==> src/cpu_consts.svh <==
`ifndef CPU_CONSTS_SVH
`define CPU_CONSTS_SVH

// Width of the core's data words and word addresses
`define DATA_W 32

// Width of each pin group (address pins, bidirectional IO pins)
`define PIN_W 8

// One bus frame: phase 0 for the core step, 1 to 4 out, 5 to 8 back in
`define FRAME_LEN 9

// Word address of the first instruction fetch after reset
`define RESET_PC 0

`endif

==> src/isa_pkg.sv <==
package isa_pkg;

  // Four-bit operation codes in the top nibble of each instruction word
  typedef enum logic [3:0] {
    LDI  = 4'h0,  // Acc = sign-extended immediate
    LD   = 4'h1,  // Acc = mem[addr]
    ST   = 4'h2,  // Mem[addr] = acc
    ADD  = 4'h3,  // Acc = acc + mem[addr]
    SUB  = 4'h4,  // Acc = acc - mem[addr]
    AND  = 4'h5,  // Acc = acc & mem[addr]
    JMP  = 4'h6,  // Pc = addr
    JZ   = 4'h7,  // Pc = addr when acc is zero
    HALT = 4'h8   // Stop and keep reading the same address
  } opcode_e;

  // Memory operand layout
  typedef struct packed {
    opcode_e     opcode;
    logic [3:0]  rsvd;   // Ignored by the core
    logic [23:0] addr;   // Word address
  } mem_form_t;

  // Immediate layout, only LDI uses it
  typedef struct packed {
    opcode_e            opcode;
    logic signed [27:0] imm;
  } imm_form_t;

  // The opcode sits in the same bits in both forms, so either
  // view can be used to decode it
  typedef union packed {
    mem_form_t mem_form;
    imm_form_t imm_form;
  } instr_u;

endpackage

==> src/bus_pkg.sv <==
package bus_pkg;

  // Position inside the nine-cycle frame, 0 to 8
  typedef logic [3:0] bus_phase_t;

  // Direction of the access carried by the current frame
  typedef enum logic {
    DIR_READ  = 1'b0,  // Pins float in phases 1 to 4, memory answers in 5 to 8
    DIR_WRITE = 1'b1   // IO pins driven with write data in phases 1 to 4
  } bus_dir_e;

endpackage

==> src/bus_phase_counter.sv <==
`timescale 1ns/10ps
`include "cpu_consts.svh"

module bus_phase_counter
  import bus_pkg::*;
(
  input  logic       clk,
  input  logic       arst_n,
  output bus_phase_t phase,
  output logic       cpu_step,
  output logic       frame_sync
);

  localparam bus_phase_t LAST_PHASE  = bus_phase_t'(`FRAME_LEN - 1);
  localparam bus_phase_t FIRST_PHASE = bus_phase_t'(1);

  // Starts in phase 1 so the reset fetch goes out straight away
  always_ff @(posedge clk or negedge arst_n) begin
    if (!arst_n) begin
      phase <= FIRST_PHASE;
    end else if (phase == LAST_PHASE) begin
      phase <= '0;                        // Wrap to the core step
    end else begin
      phase <= phase + 1'b1;
    end
  end

  assign cpu_step   = (phase == '0);          // One cycle per frame
  assign frame_sync = (phase == FIRST_PHASE); // Marks first address byte

endmodule

==> src/pin_bus_mux.sv <==
`timescale 1ns/10ps
`include "cpu_consts.svh"

module pin_bus_mux
  import bus_pkg::*;
(
  input  logic               clk,
  input  logic               arst_n,
  input  bus_phase_t         phase,
  input  logic [`DATA_W-1:0] bus_addr,
  input  logic [`DATA_W-1:0] bus_wdata,
  input  bus_dir_e           bus_dir,
  input  logic [`PIN_W-1:0]  io_in,
  output logic [`DATA_W-1:0] rd_data,
  output logic [`PIN_W-1:0]  addr_pins,
  output logic [`PIN_W-1:0]  io_out,
  output logic [`PIN_W-1:0]  io_oe
);

  localparam bus_phase_t OUT_FIRST = bus_phase_t'(1);
  localparam bus_phase_t OUT_LAST  = bus_phase_t'(4);
  localparam bus_phase_t IN_FIRST  = bus_phase_t'(5);
  localparam bus_phase_t IN_LAST   = bus_phase_t'(8);

  logic       out_window;  // Address and write bytes on the pins
  logic       in_window;   // Memory drives read bytes
  logic [1:0] lane;        // Byte lane, least significant first

  assign out_window = (phase >= OUT_FIRST) && (phase <= OUT_LAST);
  assign in_window  = (phase >= IN_FIRST) && (phase <= IN_LAST);

  // Phases 1..4 and 5..8 both map to lanes 0..3 through the low two bits
  assign lane = phase[1:0] - 2'd1;

  always_comb begin
    addr_pins = '0;
    io_out    = '0;
    io_oe     = '0;
    if (out_window) begin
      addr_pins = bus_addr[lane*`PIN_W +: `PIN_W];
      io_out    = bus_wdata[lane*`PIN_W +: `PIN_W];
      io_oe     = {`PIN_W{bus_dir == DIR_WRITE}}; // All or nothing
    end
  end

  // Read word fills one byte per cycle, whole after phase 8
  always_ff @(posedge clk or negedge arst_n) begin
    if (!arst_n) begin
      rd_data <= '0;
    end else if (in_window) begin
      rd_data[lane*`PIN_W +: `PIN_W] <= io_in;
    end
  end

endmodule

==> src/cpu_core.sv <==
`timescale 1ns/10ps
`include "cpu_consts.svh"

module cpu_core
  import isa_pkg::*;
  import bus_pkg::*;
(
  input  logic               clk,
  input  logic               arst_n,
  input  logic               cpu_step,
  input  logic [`DATA_W-1:0] rd_data,
  output logic [`DATA_W-1:0] bus_addr,
  output logic [`DATA_W-1:0] bus_wdata,
  output bus_dir_e           bus_dir,
  output logic               halted
);

  logic [`DATA_W-1:0] pc;
  logic [`DATA_W-1:0] acc;
  instr_u             instr;     // Instruction under execution
  instr_u             fetched;   // Word just returned by the fetch frame
  logic               in_exec;   // Low in fetch, high in execute
  logic [`DATA_W-1:0] pc_inc;
  logic [`DATA_W-1:0] fetch_tgt; // Operand address of the fetched word
  logic [`DATA_W-1:0] jump_tgt;  // Operand address of the held word
  logic [`DATA_W-1:0] imm_ext;
  logic [`DATA_W-1:0] exec_pc;

  localparam int ADDR_FW = $bits(instr.mem_form.addr);
  localparam int IMM_W   = $bits(instr.imm_form.imm);

  assign fetched   = rd_data;
  assign pc_inc    = pc + 1'b1;
  assign fetch_tgt = {{(`DATA_W - ADDR_FW){1'b0}}, fetched.mem_form.addr};
  assign jump_tgt  = {{(`DATA_W - ADDR_FW){1'b0}}, instr.mem_form.addr};

  // LDI reads the same word through its immediate view
  assign imm_ext = {{(`DATA_W - IMM_W){instr.imm_form.imm[IMM_W-1]}},
                    instr.imm_form.imm};

  always_comb begin
    exec_pc = pc_inc;
    if (instr.mem_form.opcode == JMP) begin
      exec_pc = jump_tgt;
    end else if (instr.mem_form.opcode == JZ && acc == '0) begin
      exec_pc = jump_tgt;
    end
  end

  always_ff @(posedge clk or negedge arst_n) begin
    if (!arst_n) begin
      pc        <= `RESET_PC;
      acc       <= '0;
      in_exec   <= 1'b0;
      halted    <= 1'b0;
      bus_addr  <= `RESET_PC;         // First frame fetches from here
      bus_wdata <= '0;
      bus_dir   <= DIR_READ;
    end else if (cpu_step && !halted) begin
      if (!in_exec) begin
        // Fetch word is in rd_data; set up the second frame
        case (fetched.mem_form.opcode)
          LD, ADD, SUB, AND: begin
            bus_addr <= fetch_tgt;
            bus_dir  <= DIR_READ;
            in_exec  <= 1'b1;
          end
          ST: begin
            bus_addr  <= fetch_tgt;
            bus_wdata <= acc;
            bus_dir   <= DIR_WRITE;
            in_exec   <= 1'b1;
          end
          HALT: begin
            halted <= 1'b1;            // Request stays a read of pc
          end
          default: begin
            bus_addr <= pc_inc;        // Idle read, data is dropped
            bus_dir  <= DIR_READ;
            in_exec  <= 1'b1;
          end
        endcase
      end else begin
        case (instr.mem_form.opcode)
          LDI:     acc <= imm_ext;
          LD:      acc <= rd_data;
          ADD:     acc <= acc + rd_data;
          SUB:     acc <= acc - rd_data;
          AND:     acc <= acc & rd_data;
          default: acc <= acc;         // ST and jumps keep acc
        endcase
        pc       <= exec_pc;
        bus_addr <= exec_pc;           // Next fetch
        bus_dir  <= DIR_READ;
        in_exec  <= 1'b0;
      end
    end
  end

  // Held only while the data or idle frame runs
  always_ff @(posedge clk) begin
    if (cpu_step && !halted && !in_exec) begin
      instr <= fetched;
    end
  end

endmodule

==> src/cpu_pin_bridge_top.sv <==
`timescale 1ns/10ps
`include "cpu_consts.svh"

module cpu_pin_bridge_top
  import bus_pkg::*;
(
  input  logic              clk,
  input  logic              arst_n,
  output logic [`PIN_W-1:0] addr_pins,
  input  logic [`PIN_W-1:0] io_in,
  output logic [`PIN_W-1:0] io_out,
  output logic [`PIN_W-1:0] io_oe,
  output logic              frame_sync,
  output logic              halted
);

  bus_phase_t         phase;
  logic               cpu_step;
  logic [`DATA_W-1:0] bus_addr;
  logic [`DATA_W-1:0] bus_wdata;
  logic [`DATA_W-1:0] rd_data;
  bus_dir_e           bus_dir;

  bus_phase_counter u_phase_counter (
    .clk        (clk),
    .arst_n     (arst_n),
    .phase      (phase),
    .cpu_step   (cpu_step),
    .frame_sync (frame_sync)
  );

  cpu_core u_cpu_core (
    .clk       (clk),
    .arst_n    (arst_n),
    .cpu_step  (cpu_step),
    .rd_data   (rd_data),
    .bus_addr  (bus_addr),
    .bus_wdata (bus_wdata),
    .bus_dir   (bus_dir),
    .halted    (halted)
  );

  pin_bus_mux u_pin_bus_mux (
    .clk       (clk),
    .arst_n    (arst_n),
    .phase     (phase),
    .bus_addr  (bus_addr),
    .bus_wdata (bus_wdata),
    .bus_dir   (bus_dir),
    .io_in     (io_in),
    .rd_data   (rd_data),
    .addr_pins (addr_pins),
    .io_out    (io_out),
    .io_oe     (io_oe)
  );

endmodule

==> config.mk <==
export PLATFORM = sky130hd
export DESIGN_NAME = cpu_pin_bridge_top
export DESIGN_NICKNAME = d
export VERILOG_FILES = /design/src/isa_pkg.sv /design/src/bus_pkg.sv /design/src/bus_phase_counter.sv /design/src/pin_bus_mux.sv /design/src/cpu_core.sv /design/src/cpu_pin_bridge_top.sv
export VERILOG_INCLUDE_DIRS = /design/src
export SDC_FILE = /design/constraint.sdc
export NUM_CORES = 1
export LEC_CHECK = 0
export ABC_AREA = 1
export BUFFER_PORTS_ARGS = -buffer_cell sky130_fd_sc_hd__buf_2
export CORE_MARGIN = 2
export CORE_UTILIZATION = 60
export DETAILED_ROUTE_END_ITERATION = 10
export GPL_ROUTABILITY_DRIVEN = 0
export PLACE_DENSITY = 0.76
export SETUP_SLACK_MARGIN = 0.2
export SYNTH_ARGS = -nofsm -noshare
export SYNTH_HDL_FRONTEND = slang
export SYNTH_SLANG_ARGS = --single-unit
==> constraint.sdc <==
create_clock -name clk -period 4.03 [get_ports clk]
set_input_delay 1.209 -clock clk [delete_from_list [all_inputs] [get_ports clk]]
set_output_delay 1.209 -clock clk [all_outputs]
set_load 0.01 [all_outputs]
# After elaboration in Yosys (flattened, before gate mapping)
# Cells that the tools add are included.
# totals
register_bits,199
latchBits,0
ramBits,0
rom_bits,0
inputBits,10
out_inout_bits,26
memories,0
# classes
addsub,6
multipliers,0
n_div,0
order_cmp,4
eq_ne,15
shift,4
n_mux,14
bitwise,2
reduce_logical,17
# ops
op,count
$pmux W32 S5,1
$mux W32,3
$pmux W32 S2,1
$shiftx A32 B6 Y8,2
$neg A5 Y34,1
$shift A8 B34 Y32 const A,1
$shiftx A8 B34 Y32,1
$add A32 B1 Y32 const B,1
$add A32 B32 Y32,1
$and A32 B32 Y32,1
$bwmux W32,1
$logic_not A32 Y1,1
$sub A32 B32 Y32,1
$eq A4 B3 Y1 const B,6
$mux W8,3
$eq A4 B1 Y1 const B,3
$eq A4 B2 Y1 const B,3
$reduce_and A3 Y1,3
$eq A4 B4 Y1 const B,2
$logic_not A4 Y1,2
$logic_and A1 B1 Y1,5
$reduce_bool A5 Y1,1
$reduce_or A5 Y1,1
$add A4 B1 Y4 const B,1
12 further kinds,16

# Logic depth before layout (Yosys ltp)
# Gate-level depths: netlist (run 1).
# logic_depth
depth_word,5
depth_mapped,26
mapped_depth_nobuf,25

# Cells and area by module
# Synthesis (run 1) repeated with hierarchy kept, for this count alone.
# hier_totals
cells_unflattened,2108
hier_area_um2,14203.6
# by_module_without_submodules
module,n_inst,cells_each,area_per_inst_um2
cpu_core,1,1707,11619.9
pin_bus_mux,1,378,2371.0
bus_phase_counter,1,23,212.7

# Least setup slack after synthesis (run 1)
# OpenSTA, ideal clock, no wires.
# synth_path
kind,reg2out
from,register u_phase_counter.phase[0]
to,output port io_oe[1]
arrival_ps,1962
setup_slack_ps,859
path_stages_with_launch,7
path_cell_list,dfstp_2 > inv_1 > ha_1 > a22oi_1 > clkbuf_1 > nor2_1 > buf_4
# synth_between
elab_chain_len,3
word_cells_on_any_way,4
cone_classes,order compare: 2; mux: 1; reduce/logical: 1
# synth_lines
element,line,source
start: declaration,bus_phase_counter.sv:9,"output bus_phase_t phase,"
start signal: assignment,bus_phase_counter.sv:24,phase <= phase + 1'b1;
$ge A4 B1 Y1 / $le A4 B3 Y1 (equally long branches),pin_bus_mux.sv:29,assign out_window = (phase >= OUT_FIRST) && (phase <= OUT_LAST);
$logic_and A1 B1 Y1 *,pin_bus_mux.sv:29,
$mux W8 *,pin_bus_mux.sv:39,if (out_window) begin
end: declaration,cpu_pin_bridge_top.sv:12,"output logic [`PIN_W-1:0] io_oe,"
# Every way passes the cells marked *; elsewhere a longest branch is shown, timed or not.

# Worst setup path after layout (run 1)
# layout_path
from,register u_phase_counter.phase[0]
to,output port addr_pins[7]
# layout_between
elab_chain_len,3
word_cells_on_any_way,6
cone_classes,add/sub: 1; order compare: 2; shift: 1; mux: 1; reduce/logical: 1
# layout_lines
element,line,source
"$sub A2 B1 Y2, or another cell as far along",pin_bus_mux.sv:33,assign lane = phase[1:0] - 2'd1;
$shiftx A32 B6 Y8 / $logic_and A1 B1 Y1 (equally long branches),"pin_bus_mux.sv:40, pin_bus_mux.sv:29",
$mux W8 *,pin_bus_mux.sv:39,
end: declaration,cpu_pin_bridge_top.sv:9,"output logic [`PIN_W-1:0] addr_pins,"
# Marks and branches as above.

==> flow_summary_export.csv, run 1 <==
group,metric,value,unit
worst_setup_path,endpoint_kind,"output port",
floorplanning,io_pins,36,
grt,grt_usage,37.12,%
cells_and_area,post_route_cells_drive_above_1_share,8.303,%
grt,grt_antenna_before_repair,1,
synthesis,synth_cells,1902,
floorplanning,fp.dieW,153.4,microns
timing,holdWs,0.4860,ns
synthesis,synthMuxAreaShare,0,%
route,antenna_left,0,
worst_setup_path,start_kind,"register",
route,detail_route.wl_per_cell,20.01,microns
synthesis,synth_compound_area_share,14.53,%
placement,post-place-ws,0.5401,ns
route,vias_per_cell,6.140,
cts,cts_num_sinks,199,
placement,post_dp_cell_area,13730,sq um
grt,grt_pass1_wl,68430,microns
timing,fmax,263.1,MHz
power,p_comb_share,12.6,%
cells_and_area,final_core_util,66.17,%
power,p_clk_share,38.2,%
cells_and_area,mostFrequentLayoutCell,"nand2_1",
timing,drv_slew,0,
timing,max_slew_margin,41.89,%
worst_hold_path,hold_class,"register to register",
grt,grt_max_degree,71,
power,p_per_area,310.5,nW/um^2
synthesis,synth_simple_gate_area_share,29.38,%
flow_run,cap_violations,0,
synthesis,ys_types,49,
synthesis,synth_top_family_by_area,"simple AND/OR/NAND/NOR gates",
placement,post-place-cells,2164,
timing,setup_slack,0.2291,ns
power,ir_drop,0.2751,mV
synthesis,synth_area_per_cell,7.045,sq um
floorplanning,dieArea,23540,sq um
timing,fin_crit,3.801,ns
synthesis,syn_area,13400,sq um
timing,rsz0062_at_grt,"true",
placement,port_buffers,35,
cts,htree_levels,4,
route,drt_iter0_drc,1740,
cts,numCtsBuffers,17,
synthesis,synth-xor-area-share,3.922,%
timing,hold_viol_final,0,
route,vias,13550,
cts,root_buffer,"clkbuf_16",
synthesis,syn_nets,1953,
power,power_leakage,7.039,nW
worst_setup_path,critPathKind,"register to output port",
grt,grt_overflow_total,0,
floorplanning,initial_utilization,61.21,%
run_status,outcome,"finished clean",
cts,clk_latency,0.46,ns
placement,hpwlAfterDp,32910,microns
route,drc,0,
synthesis,synth_seq_area_share,38.37,%
worst_setup_path,arrival,2.59,ns
cells_and_area,final_net_count,1965,
cts,clockBufferDepth,2,
floorplanning,fp-row-count,54,
worst_setup_path,cp_data_required_time,2.82,ns
power,total_power,4.498,mW
power,sequentialPowerShare,49.2,%
power,power.switching,1.371,mW
timing,worst_slew_pin_slew,0.8685,ns
cts,cts_tree,"built",
cts,path_clk_slew,0.07,ns
cells_and_area,final_cell_area,14490,sq um
power,swShare,30.48,%
cells_and_area,layout_common_cells,"nand2_1 (534), inv_1 (240), dfrtp_1 (166)",
cells_and_area,n_fill_cell,1952,
floorplanning,core_area,21890,sq um
grt,first_global_vias,12614,
timing,finalSetupTns,0,ns
synthesis,yosys_warnings,0,
worst_setup_path,crit_fanout,24,
route,dr.pass1.iters,9,
floorplanning,die_h,153.4,microns
synthesis,ys_ff_latch,199,
cells_and_area,stdcell_count,2207,
power,intPower,3.127,mW
cells_and_area,n_antenna_cell,0,
timing,fin_skew,0.01795,ns
cells_and_area,syn_to_final_growth,8.105,%
timing,timing.final.crit_share,94.31,%
synthesis,synthAdderAreaFrac,3.885,%
timing,setup_viol,0,
route,routed_wl,44150,microns
## worst max-delay path: stages, from the launching register on
cell,delay (ns)
dfstp_2,0.63
clkinvlp_4,0.17
ha_4,0.32
nor2_2,0.03
buf_4,0.24
a22oi_1,0.41
a31oi_1,0.17
buf_2,0.17
## layout make-up
| class | instances | area [sq um] | share of cell area [%] |
|---|---|---|---|
| Multi-Input combinational cell | 1375 | 6982 | 48.20 |
| Sequential cell | 199 | 5141 | 35.49 |
| Tap cell | 280 | 350.3 | 2.419 |
| Timing Repair Buffer | 65 | 447.9 | 3.092 |
| Inverter | 255 | 968.4 | 6.686 |
| Clock buffer | 18 | 429.2 | 2.963 |
| Clock inverter | 14 | 158.9 | 1.097 |
| Timing Repair inverter | 1 | 7.507 | 0.05183 |
## logic make-up after synthesis
logic type	Yosys count
DFF	199
and+or+nand+nor	927
adders and majority gates	41
AOI/OAI and AO/OA	347
xor gates and xnor gates	60
buffers and inverters	328
## path summary, 6_finish.rpt
kind                                           from                       end  slack [ns]  depth (start not counted)
max                        u_phase_counter.phase[0]              addr_pins[7]        0.23                          7
min                         u_cpu_core.bus_wdata[0]   u_cpu_core.bus_wdata[0]        0.49                          2
min in group asynchronous                    arst_n         u_cpu_core.pc[31]        0.75                          1
min reg2reg                 u_cpu_core.bus_wdata[0]   u_cpu_core.bus_wdata[0]        0.49                          2
max in group asynchronous                    arst_n  u_phase_counter.phase[0]        2.41                          2
max reg2reg                u_pin_bus_mux.rd_data[1]        u_cpu_core.acc[17]        0.41                         19
## state kept, by name, indices dropped and copies added (netlist names), 4 cells and up
name and cells:
u_pin_bus_mux.rd_data 32, u_cpu_core.bus_wdata 32, u_cpu_core.pc 32, u_cpu_core.instr 32, u_cpu_core.acc 32, u_cpu_core.bus_addr 32, u_phase_counter.phase 4
## Yosys cell counts, drive strengths merged
cell | number | area, sq um
nor4 | 4 | 25.02
clkbuf | 29 | 110.1
o21bai | 16 | 120.1
inv | 254 | 953.4
a21oi | 80 | 407.9
o22ai | 7 | 43.79
nor3b | 1 | 7.510
nand3b | 7 | 52.55
a211oi | 1 | 7.510
o221ai | 6 | 52.55
fa | 1 | 20.02
nand4 | 20 | 131.4
clkinv | 1 | 3.750
o31ai | 1 | 7.510
a22oi | 23 | 172.7
a221oi | 8 | 70.07
buf | 44 | 261.5
dfstp | 1 | 26.28
xor2 | 55 | 481.7
nor3 | 39 | 242.7
nand3 | 127 | 655.6
ha | 40 | 500.5
nand2 | 541 | 2061
and2 | 5 | 31.28
o21ai | 186 | 934.7
xnor2 | 5 | 43.79
o211ai | 7 | 52.55
a21o | 1 | 7.510
nor2 | 170 | 648.1
or2 | 13 | 81.33
edfxtp | 32 | 960.9
o21a | 1 | 7.510
dfrtp | 166 | 4154
a31oi | 10 | 62.56
## power groups by stage
| stage | Clock, mW | Sequential [mW] | Combinational, mW |
|---|---|---|---|
| 2_1_floorplan | 0 | 2.20 | 0.383 |
| 3_3_place_gp | 0 | 2.24 | 0.536 |
| 3_5_place_dp | 0 | 2.25 | 0.546 |
| 4_1_cts | 1.71 | 2.21 | 0.550 |
| 5_1_grt | 1.80 | 2.22 | 0.634 |
| 6_report | 1.72 | 2.21 | 0.568 |
## layer usage
layer / global-route usage, % / share of wire, % / vias to the layer above
li1: - / - / 6170
met1: 50.34 / 39 / 6300
met2: 55.53 / 43 / 925
met3: 12.65 / 14 / 153
met4: 13.59 / 4.0 / 2
met5: 0 / 0.027 / -
## repair_timing
item                       in CTS  in global routing
resized for setup               2                 11
setup endpoints to repair      16                 22
buffers inserted                0                 10
hold buffers                    0                  0
gates cloned                    0                  1
Note: power is estimated with default switching activity, not from simulation.
==> inputs of run 2 (changes only) <==
--- a/config.mk
+++ b/config.mk
@@ -9,10 +9,10 @@
 export ABC_AREA = 1
 export BUFFER_PORTS_ARGS = -buffer_cell sky130_fd_sc_hd__buf_2
 export CORE_MARGIN = 2
-export CORE_UTILIZATION = 60
+export CORE_UTILIZATION = 37
 export DETAILED_ROUTE_END_ITERATION = 10
 export GPL_ROUTABILITY_DRIVEN = 0
-export PLACE_DENSITY = 0.76
+export PLACE_DENSITY = 0.51
 export SETUP_SLACK_MARGIN = 0.2
 export SYNTH_ARGS = -nofsm -noshare
 export SYNTH_HDL_FRONTEND = slang
==> flow_summary_export.csv, run 2 (same netlist as run 1, synthesis figures left out) <==
group,metric,value,unit
run_status,outcome,"finished with violations",
run_status,violations,"design-rule violations",
cells_and_area,final_net_count,1974,
power,power_leakage,7.098,nW
worst_setup_path,reg2regPathDepth,20,
flow_run,cap_violations,0,
route,drc,8,
worst_setup_path,endpoint_kind,"output port",
grt,grt_antenna_before_repair,1,
cts,numCtsBuffers,17,
grt,grt_max_degree,77,
timing,setup_viol,0,
power,total_power,4.521,mW
placement,post-place-cells,2352,
worst_setup_path,timing.rr.end,"u_cpu_core.acc[31]",
worst_hold_path,min_from,"u_cpu_core.bus_addr[14]",
route,detail_route.wl_per_cell,20.48,microns
route,antenna_left,0,
timing,finalSetupTns,0,ns
grt,grt_overflow_total,0,
timing,rsz0062_at_grt,"true",
worst_setup_path,arrival,2.52,ns
timing,timing.final.crit_share,92.42,%
floorplanning,die_h,194.3,microns
worst_setup_path,start_kind,"register",
cells_and_area,n_fill_cell,3810,
cts,clk_latency,0.47,ns
worst_setup_path,cp_data_required_time,2.82,ns
grt,first_global_vias,12361,
worst_setup_path,timing.rr.start,"u_pin_bus_mux.rd_data[0]",
cts,hold_buffers,0,
placement,port_buffers,35,
placement,hpwlAfterDp,37900,microns
cts,cts_tree,"built",
route,vias_per_cell,5.461,
cells_and_area,stdcell_count,2398,
floorplanning,initial_utilization,37.58,%
route,routed_wl,49120,microns
timing,fin_crit,3.725,ns
timing,worst_slew_pin_slew,0.8365,ns
power,p_per_area,305.8,nW/um^2
floorplanning,fp-row-count,69,
worst_setup_path,startpoint,"u_phase_counter.phase[0]",
placement,post-place-ws,0.3356,ns
worst_hold_path,hold_class,"register to register",
cts,htree_levels,4,
floorplanning,dieArea,37750,sq um
route,drt_iter0_drc,1416,
cells_and_area,final_core_util,41.46,%
timing,fmax,268.5,MHz
worst_setup_path,crit_fanout,6,
timing,max_slew_margin,44.17,%
floorplanning,fp.dieW,194.3,microns
cells_and_area,syn_to_final_growth,10.34,%
timing,setup_slack,0.3054,ns
timing,drv_slew,0,
grt,grt_pass1_wl,75220,microns
floorplanning,core_area,35660,sq um
worst_setup_path,critPathKind,"register to output port",
route,dr.pass1.iters,10,
timing,fin_skew,0.02368,ns
cts,clockBufferDepth,2,
cts,cts_num_sinks,199,
route,vias,13095,
floorplanning,io_pins,36,
cts,path_clk_slew,0.08,ns
cts,root_buffer,"clkbuf_16",
worst_hold_path,hold_depth,2,
timing,hold_viol_final,0,
cells_and_area,post_route_cells_drive_above_1_share,8.574,%
worst_hold_path,min_to,"u_cpu_core.bus_addr[14]",
worst_setup_path,ff2ff_setup_slack,0.38,ns
cells_and_area,mostFrequentLayoutCell,"nand2_1",
power,ir_drop,0.3224,mV
cells_and_area,layout_common_cells,"nand2_1 (535), inv_1 (241), dfrtp_1 (166)",
grt,grt_usage,26.11,%
[run 2: changes by cell type in the layout (fill, tap and decap cells not counted), sizes merged]
cell and change:
buf +10, clkbuf +5, clkinv -3, inv -3, diode +1
[run 2: cell type report]
cell class              count  area, sq um  area share (%)
clock buffers              23        499.2           3.377
clock inverters             9        63.81          0.4316
well taps                 461        576.8           3.901
repair buffers             75        544.3           3.681
inverters                 255        964.7           6.525
diodes                      1        2.502         0.01693
flip-flops and latches    199         5141           34.77
multi-input cells        1375         6992           47.29
[run 2: through the flow]
step | area (sq um) | hold slack (ns)
after CTS | 14690 | 0.4903
after global routing | 14780 | 0.5109
final | 14780 | 0.4859
after global placement | 14030 | 0.4660
after detailed placement | 14030 | 0.4703
after floorplan | 13400 | 0.4196
[run 2: per-layer routing]
metal,share of wire [%],global-route usage (%),vias to the layer above
met5,0,0,-
met4,1.5,5.527,0
met3,7.6,4.164,47
met2,44,40.53,520
met1,46,38.30,6322
li1,-,-,6206
[run 2: critical path, cell delays in order, from the launching register on]
cell	delay [ns]
dfstp_2	0.61
clkinvlp_4	0.16
ha_4	0.34
nand2_1	0.12
clkinvlp_4	0.16
buf_12	0.14
buf_4	0.13
nand2_1	0.05
a31oi_1	0.18
buf_2	0.16
[run 2: worst max path at each step]
stage                     cells past startpoint            endpoint  slack [ns]
final                                         9           io_out[0]        0.31
after global routing                          8        addr_pins[6]        0.18
after CTS                                     8        addr_pins[6]        0.22
after detailed placement                     20  u_cpu_core.acc[31]        0.34
after global placement                        7           io_out[6]        0.38
after floorplan                               6            io_oe[1]        0.86
[run 2: repair_timing]
| item | 4_1_cts | 5_1_grt |
|---|---|---|
| gates resized for setup | 5 | 8 |
| gates cloned | 0 | 0 |
| setup endpoints to repair | 16 | 34 |
| buffers inserted | 5 | 8 |
| pin swaps | 2 | 0 |
[run 2: power by group]
| group | leakage, nW | switching, mW | internal (mW) |
|---|---|---|---|
| Clock | 0.273 | 0.855 | 0.882 |
| Sequential | 2.46 | 0.0965 | 2.11 |
| Combinational | 4.37 | 0.394 | 0.181 |
==> inputs of run 3 (changes only) <==
--- a/config.mk
+++ b/config.mk
@@ -13,6 +13,7 @@
 export DETAILED_ROUTE_END_ITERATION = 10
 export GPL_ROUTABILITY_DRIVEN = 0
 export PLACE_DENSITY = 0.51
+export RECOVER_POWER = 100
 export SETUP_SLACK_MARGIN = 0.2
 export SYNTH_ARGS = -nofsm -noshare
 export SYNTH_HDL_FRONTEND = slang
==> flow_summary_export.csv, run 3 (same netlist as run 1, synthesis figures left out) <==
group,metric,value,unit
run_status,outcome,"finished with violations",
run_status,violations,"design-rule violations, max-capacitance violations, max-slew violations",
floorplanning,die_h,194.3,microns
route,routed_wl,49210,microns
cells_and_area,final_net_count,1974,
grt,grt_usage,26.11,%
grt,grt_max_degree,77,
timing,finalSetupTns,0,ns
power,power_leakage,6.948,nW
worst_setup_path,critPathKind,"register to output port",
worst_setup_path,crit_path_max_incr_delay,0.61,ns
timing,holdWs,0.4882,ns
power,p_per_area,308.2,nW/um^2
worst_setup_path,cp_data_required_time,2.82,ns
timing,drv_slew,77,
floorplanning,fp.dieW,194.3,microns
route,dr.pass1.iters,8,
cts,htree_levels,4,
power,power.switching,1.339,mW
power,sequentialPowerShare,49.0,%
floorplanning,dieArea,37750,sq um
grt,grt_pass1_wl,75220,microns
power,p_comb_share,12.6,%
timing,fmax,265.4,MHz
cts,numCtsBuffers,17,
timing,setup_slack,0.2620,ns
timing,rsz0062_at_grt,"true",
floorplanning,fp-row-count,69,
worst_setup_path,start_kind,"register",
timing,fin_crit,3.768,ns
timing,hold_viol_final,0,
worst_setup_path,crit_family,"buffers and inverters",
cts,clockBufferDepth,2,
power,p_clk_share,38.4,%
cells_and_area,syn_to_final_growth,9.160,%
worst_setup_path,crit_chain,"clkinvlp_4, ha_4, nand2_1, clkinvlp_4, buf_12, buf_4, nand2_1, a31oi_1, clkbuf_1",
worst_setup_path,cp_slowest_cell,"dfstp_2",
route,drc,4,
floorplanning,core_area,35660,sq um
grt,grt_antenna_before_repair,1,
route,vias,13041,
power,swShare,29.69,%
flow_run,cap_violations,1,
floorplanning,initial_utilization,37.58,%
route,drt_iter0_drc,1476,
cells_and_area,layout_common_cells,"nand2_1 (540), inv_1 (245), o21ai_0 (173)",
floorplanning,io_pins,36,
placement,post-place-ws,0.3356,ns
placement,hpwlAfterDp,37900,microns
cts,root_buffer,"clkbuf_16",
grt,first_global_vias,12361,
timing,timing.final.crit_share,93.50,%
route,vias_per_cell,5.441,
worst_hold_path,hold_class,"register to register",
route,detail_route.wl_per_cell,20.53,microns
power,total_power,4.508,mW
cts,path_clk_slew,0.08,ns
placement,port_buffers,35,
timing,worst_slew_pin_slew,2.015,ns
cts,cts_num_sinks,199,
cells_and_area,n_antenna_cell,0,
power,ir_drop,0.3234,mV
cells_and_area,post_route_cells_drive_above_1_share,6.302,%
route,antenna_left,0,
worst_setup_path,crit_buf_inv,5,
grt,grt_overflow_total,0,
cts,clk_latency,0.47,ns
worst_setup_path,arrival,2.56,ns
power,intPower,3.169,mW
cells_and_area,mostFrequentLayoutCell,"nand2_1",
cts,cts_tree,"built",
timing,setup_viol,0,
cts,hold_buffers,0,
timing,max_slew_margin,-34.33,%
worst_setup_path,crit_fanout,6,
worst_setup_path,endpoint_kind,"output port",
timing,fin_skew,0.02215,ns
==> run 3: cell count changes in the layout (fill, tap and decap cells not counted), sizes merged <==
cell,before,now
diode,1,0
buf,75,41
clkbuf,23,57
==> run 3: timing repair <==
action,CTS,global route
buffers inserted,5,8
pin swaps,2,0
resized for setup,5,8
endpoints found under the setup margin,16,34
==> run 3: tightest hold or removal path, cell delays in order (launching register included) <==
cell     delay, ns
dfrtp_1       0.35
nand2_1       0.05
nand2_1       0.05
==> run 3: layer usage <==
layer	part of all wire [%]	wire length, microns	vias to the layer above	global-route usage [%]
met5	0	0	-	0
met4	1.5	724	0	5.527
met2	45	21910	478	40.53
li1	-	-	6197	-
met3	7.2	3528	49	4.164
met1	47	23050	6317	38.30
==> run 3: worst paths after layout <==
check                                          from                        end  slack [ns]  cells after the start
hold reg to reg             u_cpu_core.bus_addr[14]    u_cpu_core.bus_addr[14]        0.49                      2
min in group asynchronous                    arst_n    u_cpu_core.bus_addr[23]        1.31                      1
max in group asynchronous                    arst_n  u_pin_bus_mux.rd_data[11]        0.74                      2
setup / recovery           u_phase_counter.phase[0]                  io_out[0]        0.26                      9
hold / removal              u_cpu_core.bus_addr[14]    u_cpu_core.bus_addr[14]        0.49                      2
setup reg to reg           u_pin_bus_mux.rd_data[0]         u_cpu_core.acc[31]        0.34                     20
==> run 3: power groups by stage <==
stage	sequential, mW	clock (mW)	combinational (mW)
finish	2.21	1.73	0.566
global route	2.22	1.82	0.642
CTS	2.21	1.75	0.570
detailed placement	2.25	0	0.566
global placement	2.25	0	0.567
floorplan	2.20	0	0.383
==> run 3: through the flow <==
stage	util (%)	std cells	cell area (sq um)
5_1_grt	41.02	2397	14630
4_1_cts	41.20	2389	14690
6_report	41.02	2397	14630
3_3_place_gp	39.34	2352	14030
2_1_floorplan	-	1902	13400
3_5_place_dp	39.34	2352	14030
==> run 3: area by class of cell <==
| cell class | count | area [sq um] |
|---|---|---|
| Timing Repair Buffer | 75 | 451.7 |
| Fill cell | 3844 | 21030 |
| Clock buffer | 23 | 499.2 |
| Tap cell | 461 | 576.8 |
| Inverter | 255 | 964.7 |
| Clock inverter | 9 | 63.81 |
| Multi-Input combinational cell | 1375 | 6929 |
| Sequential cell | 199 | 5141 |
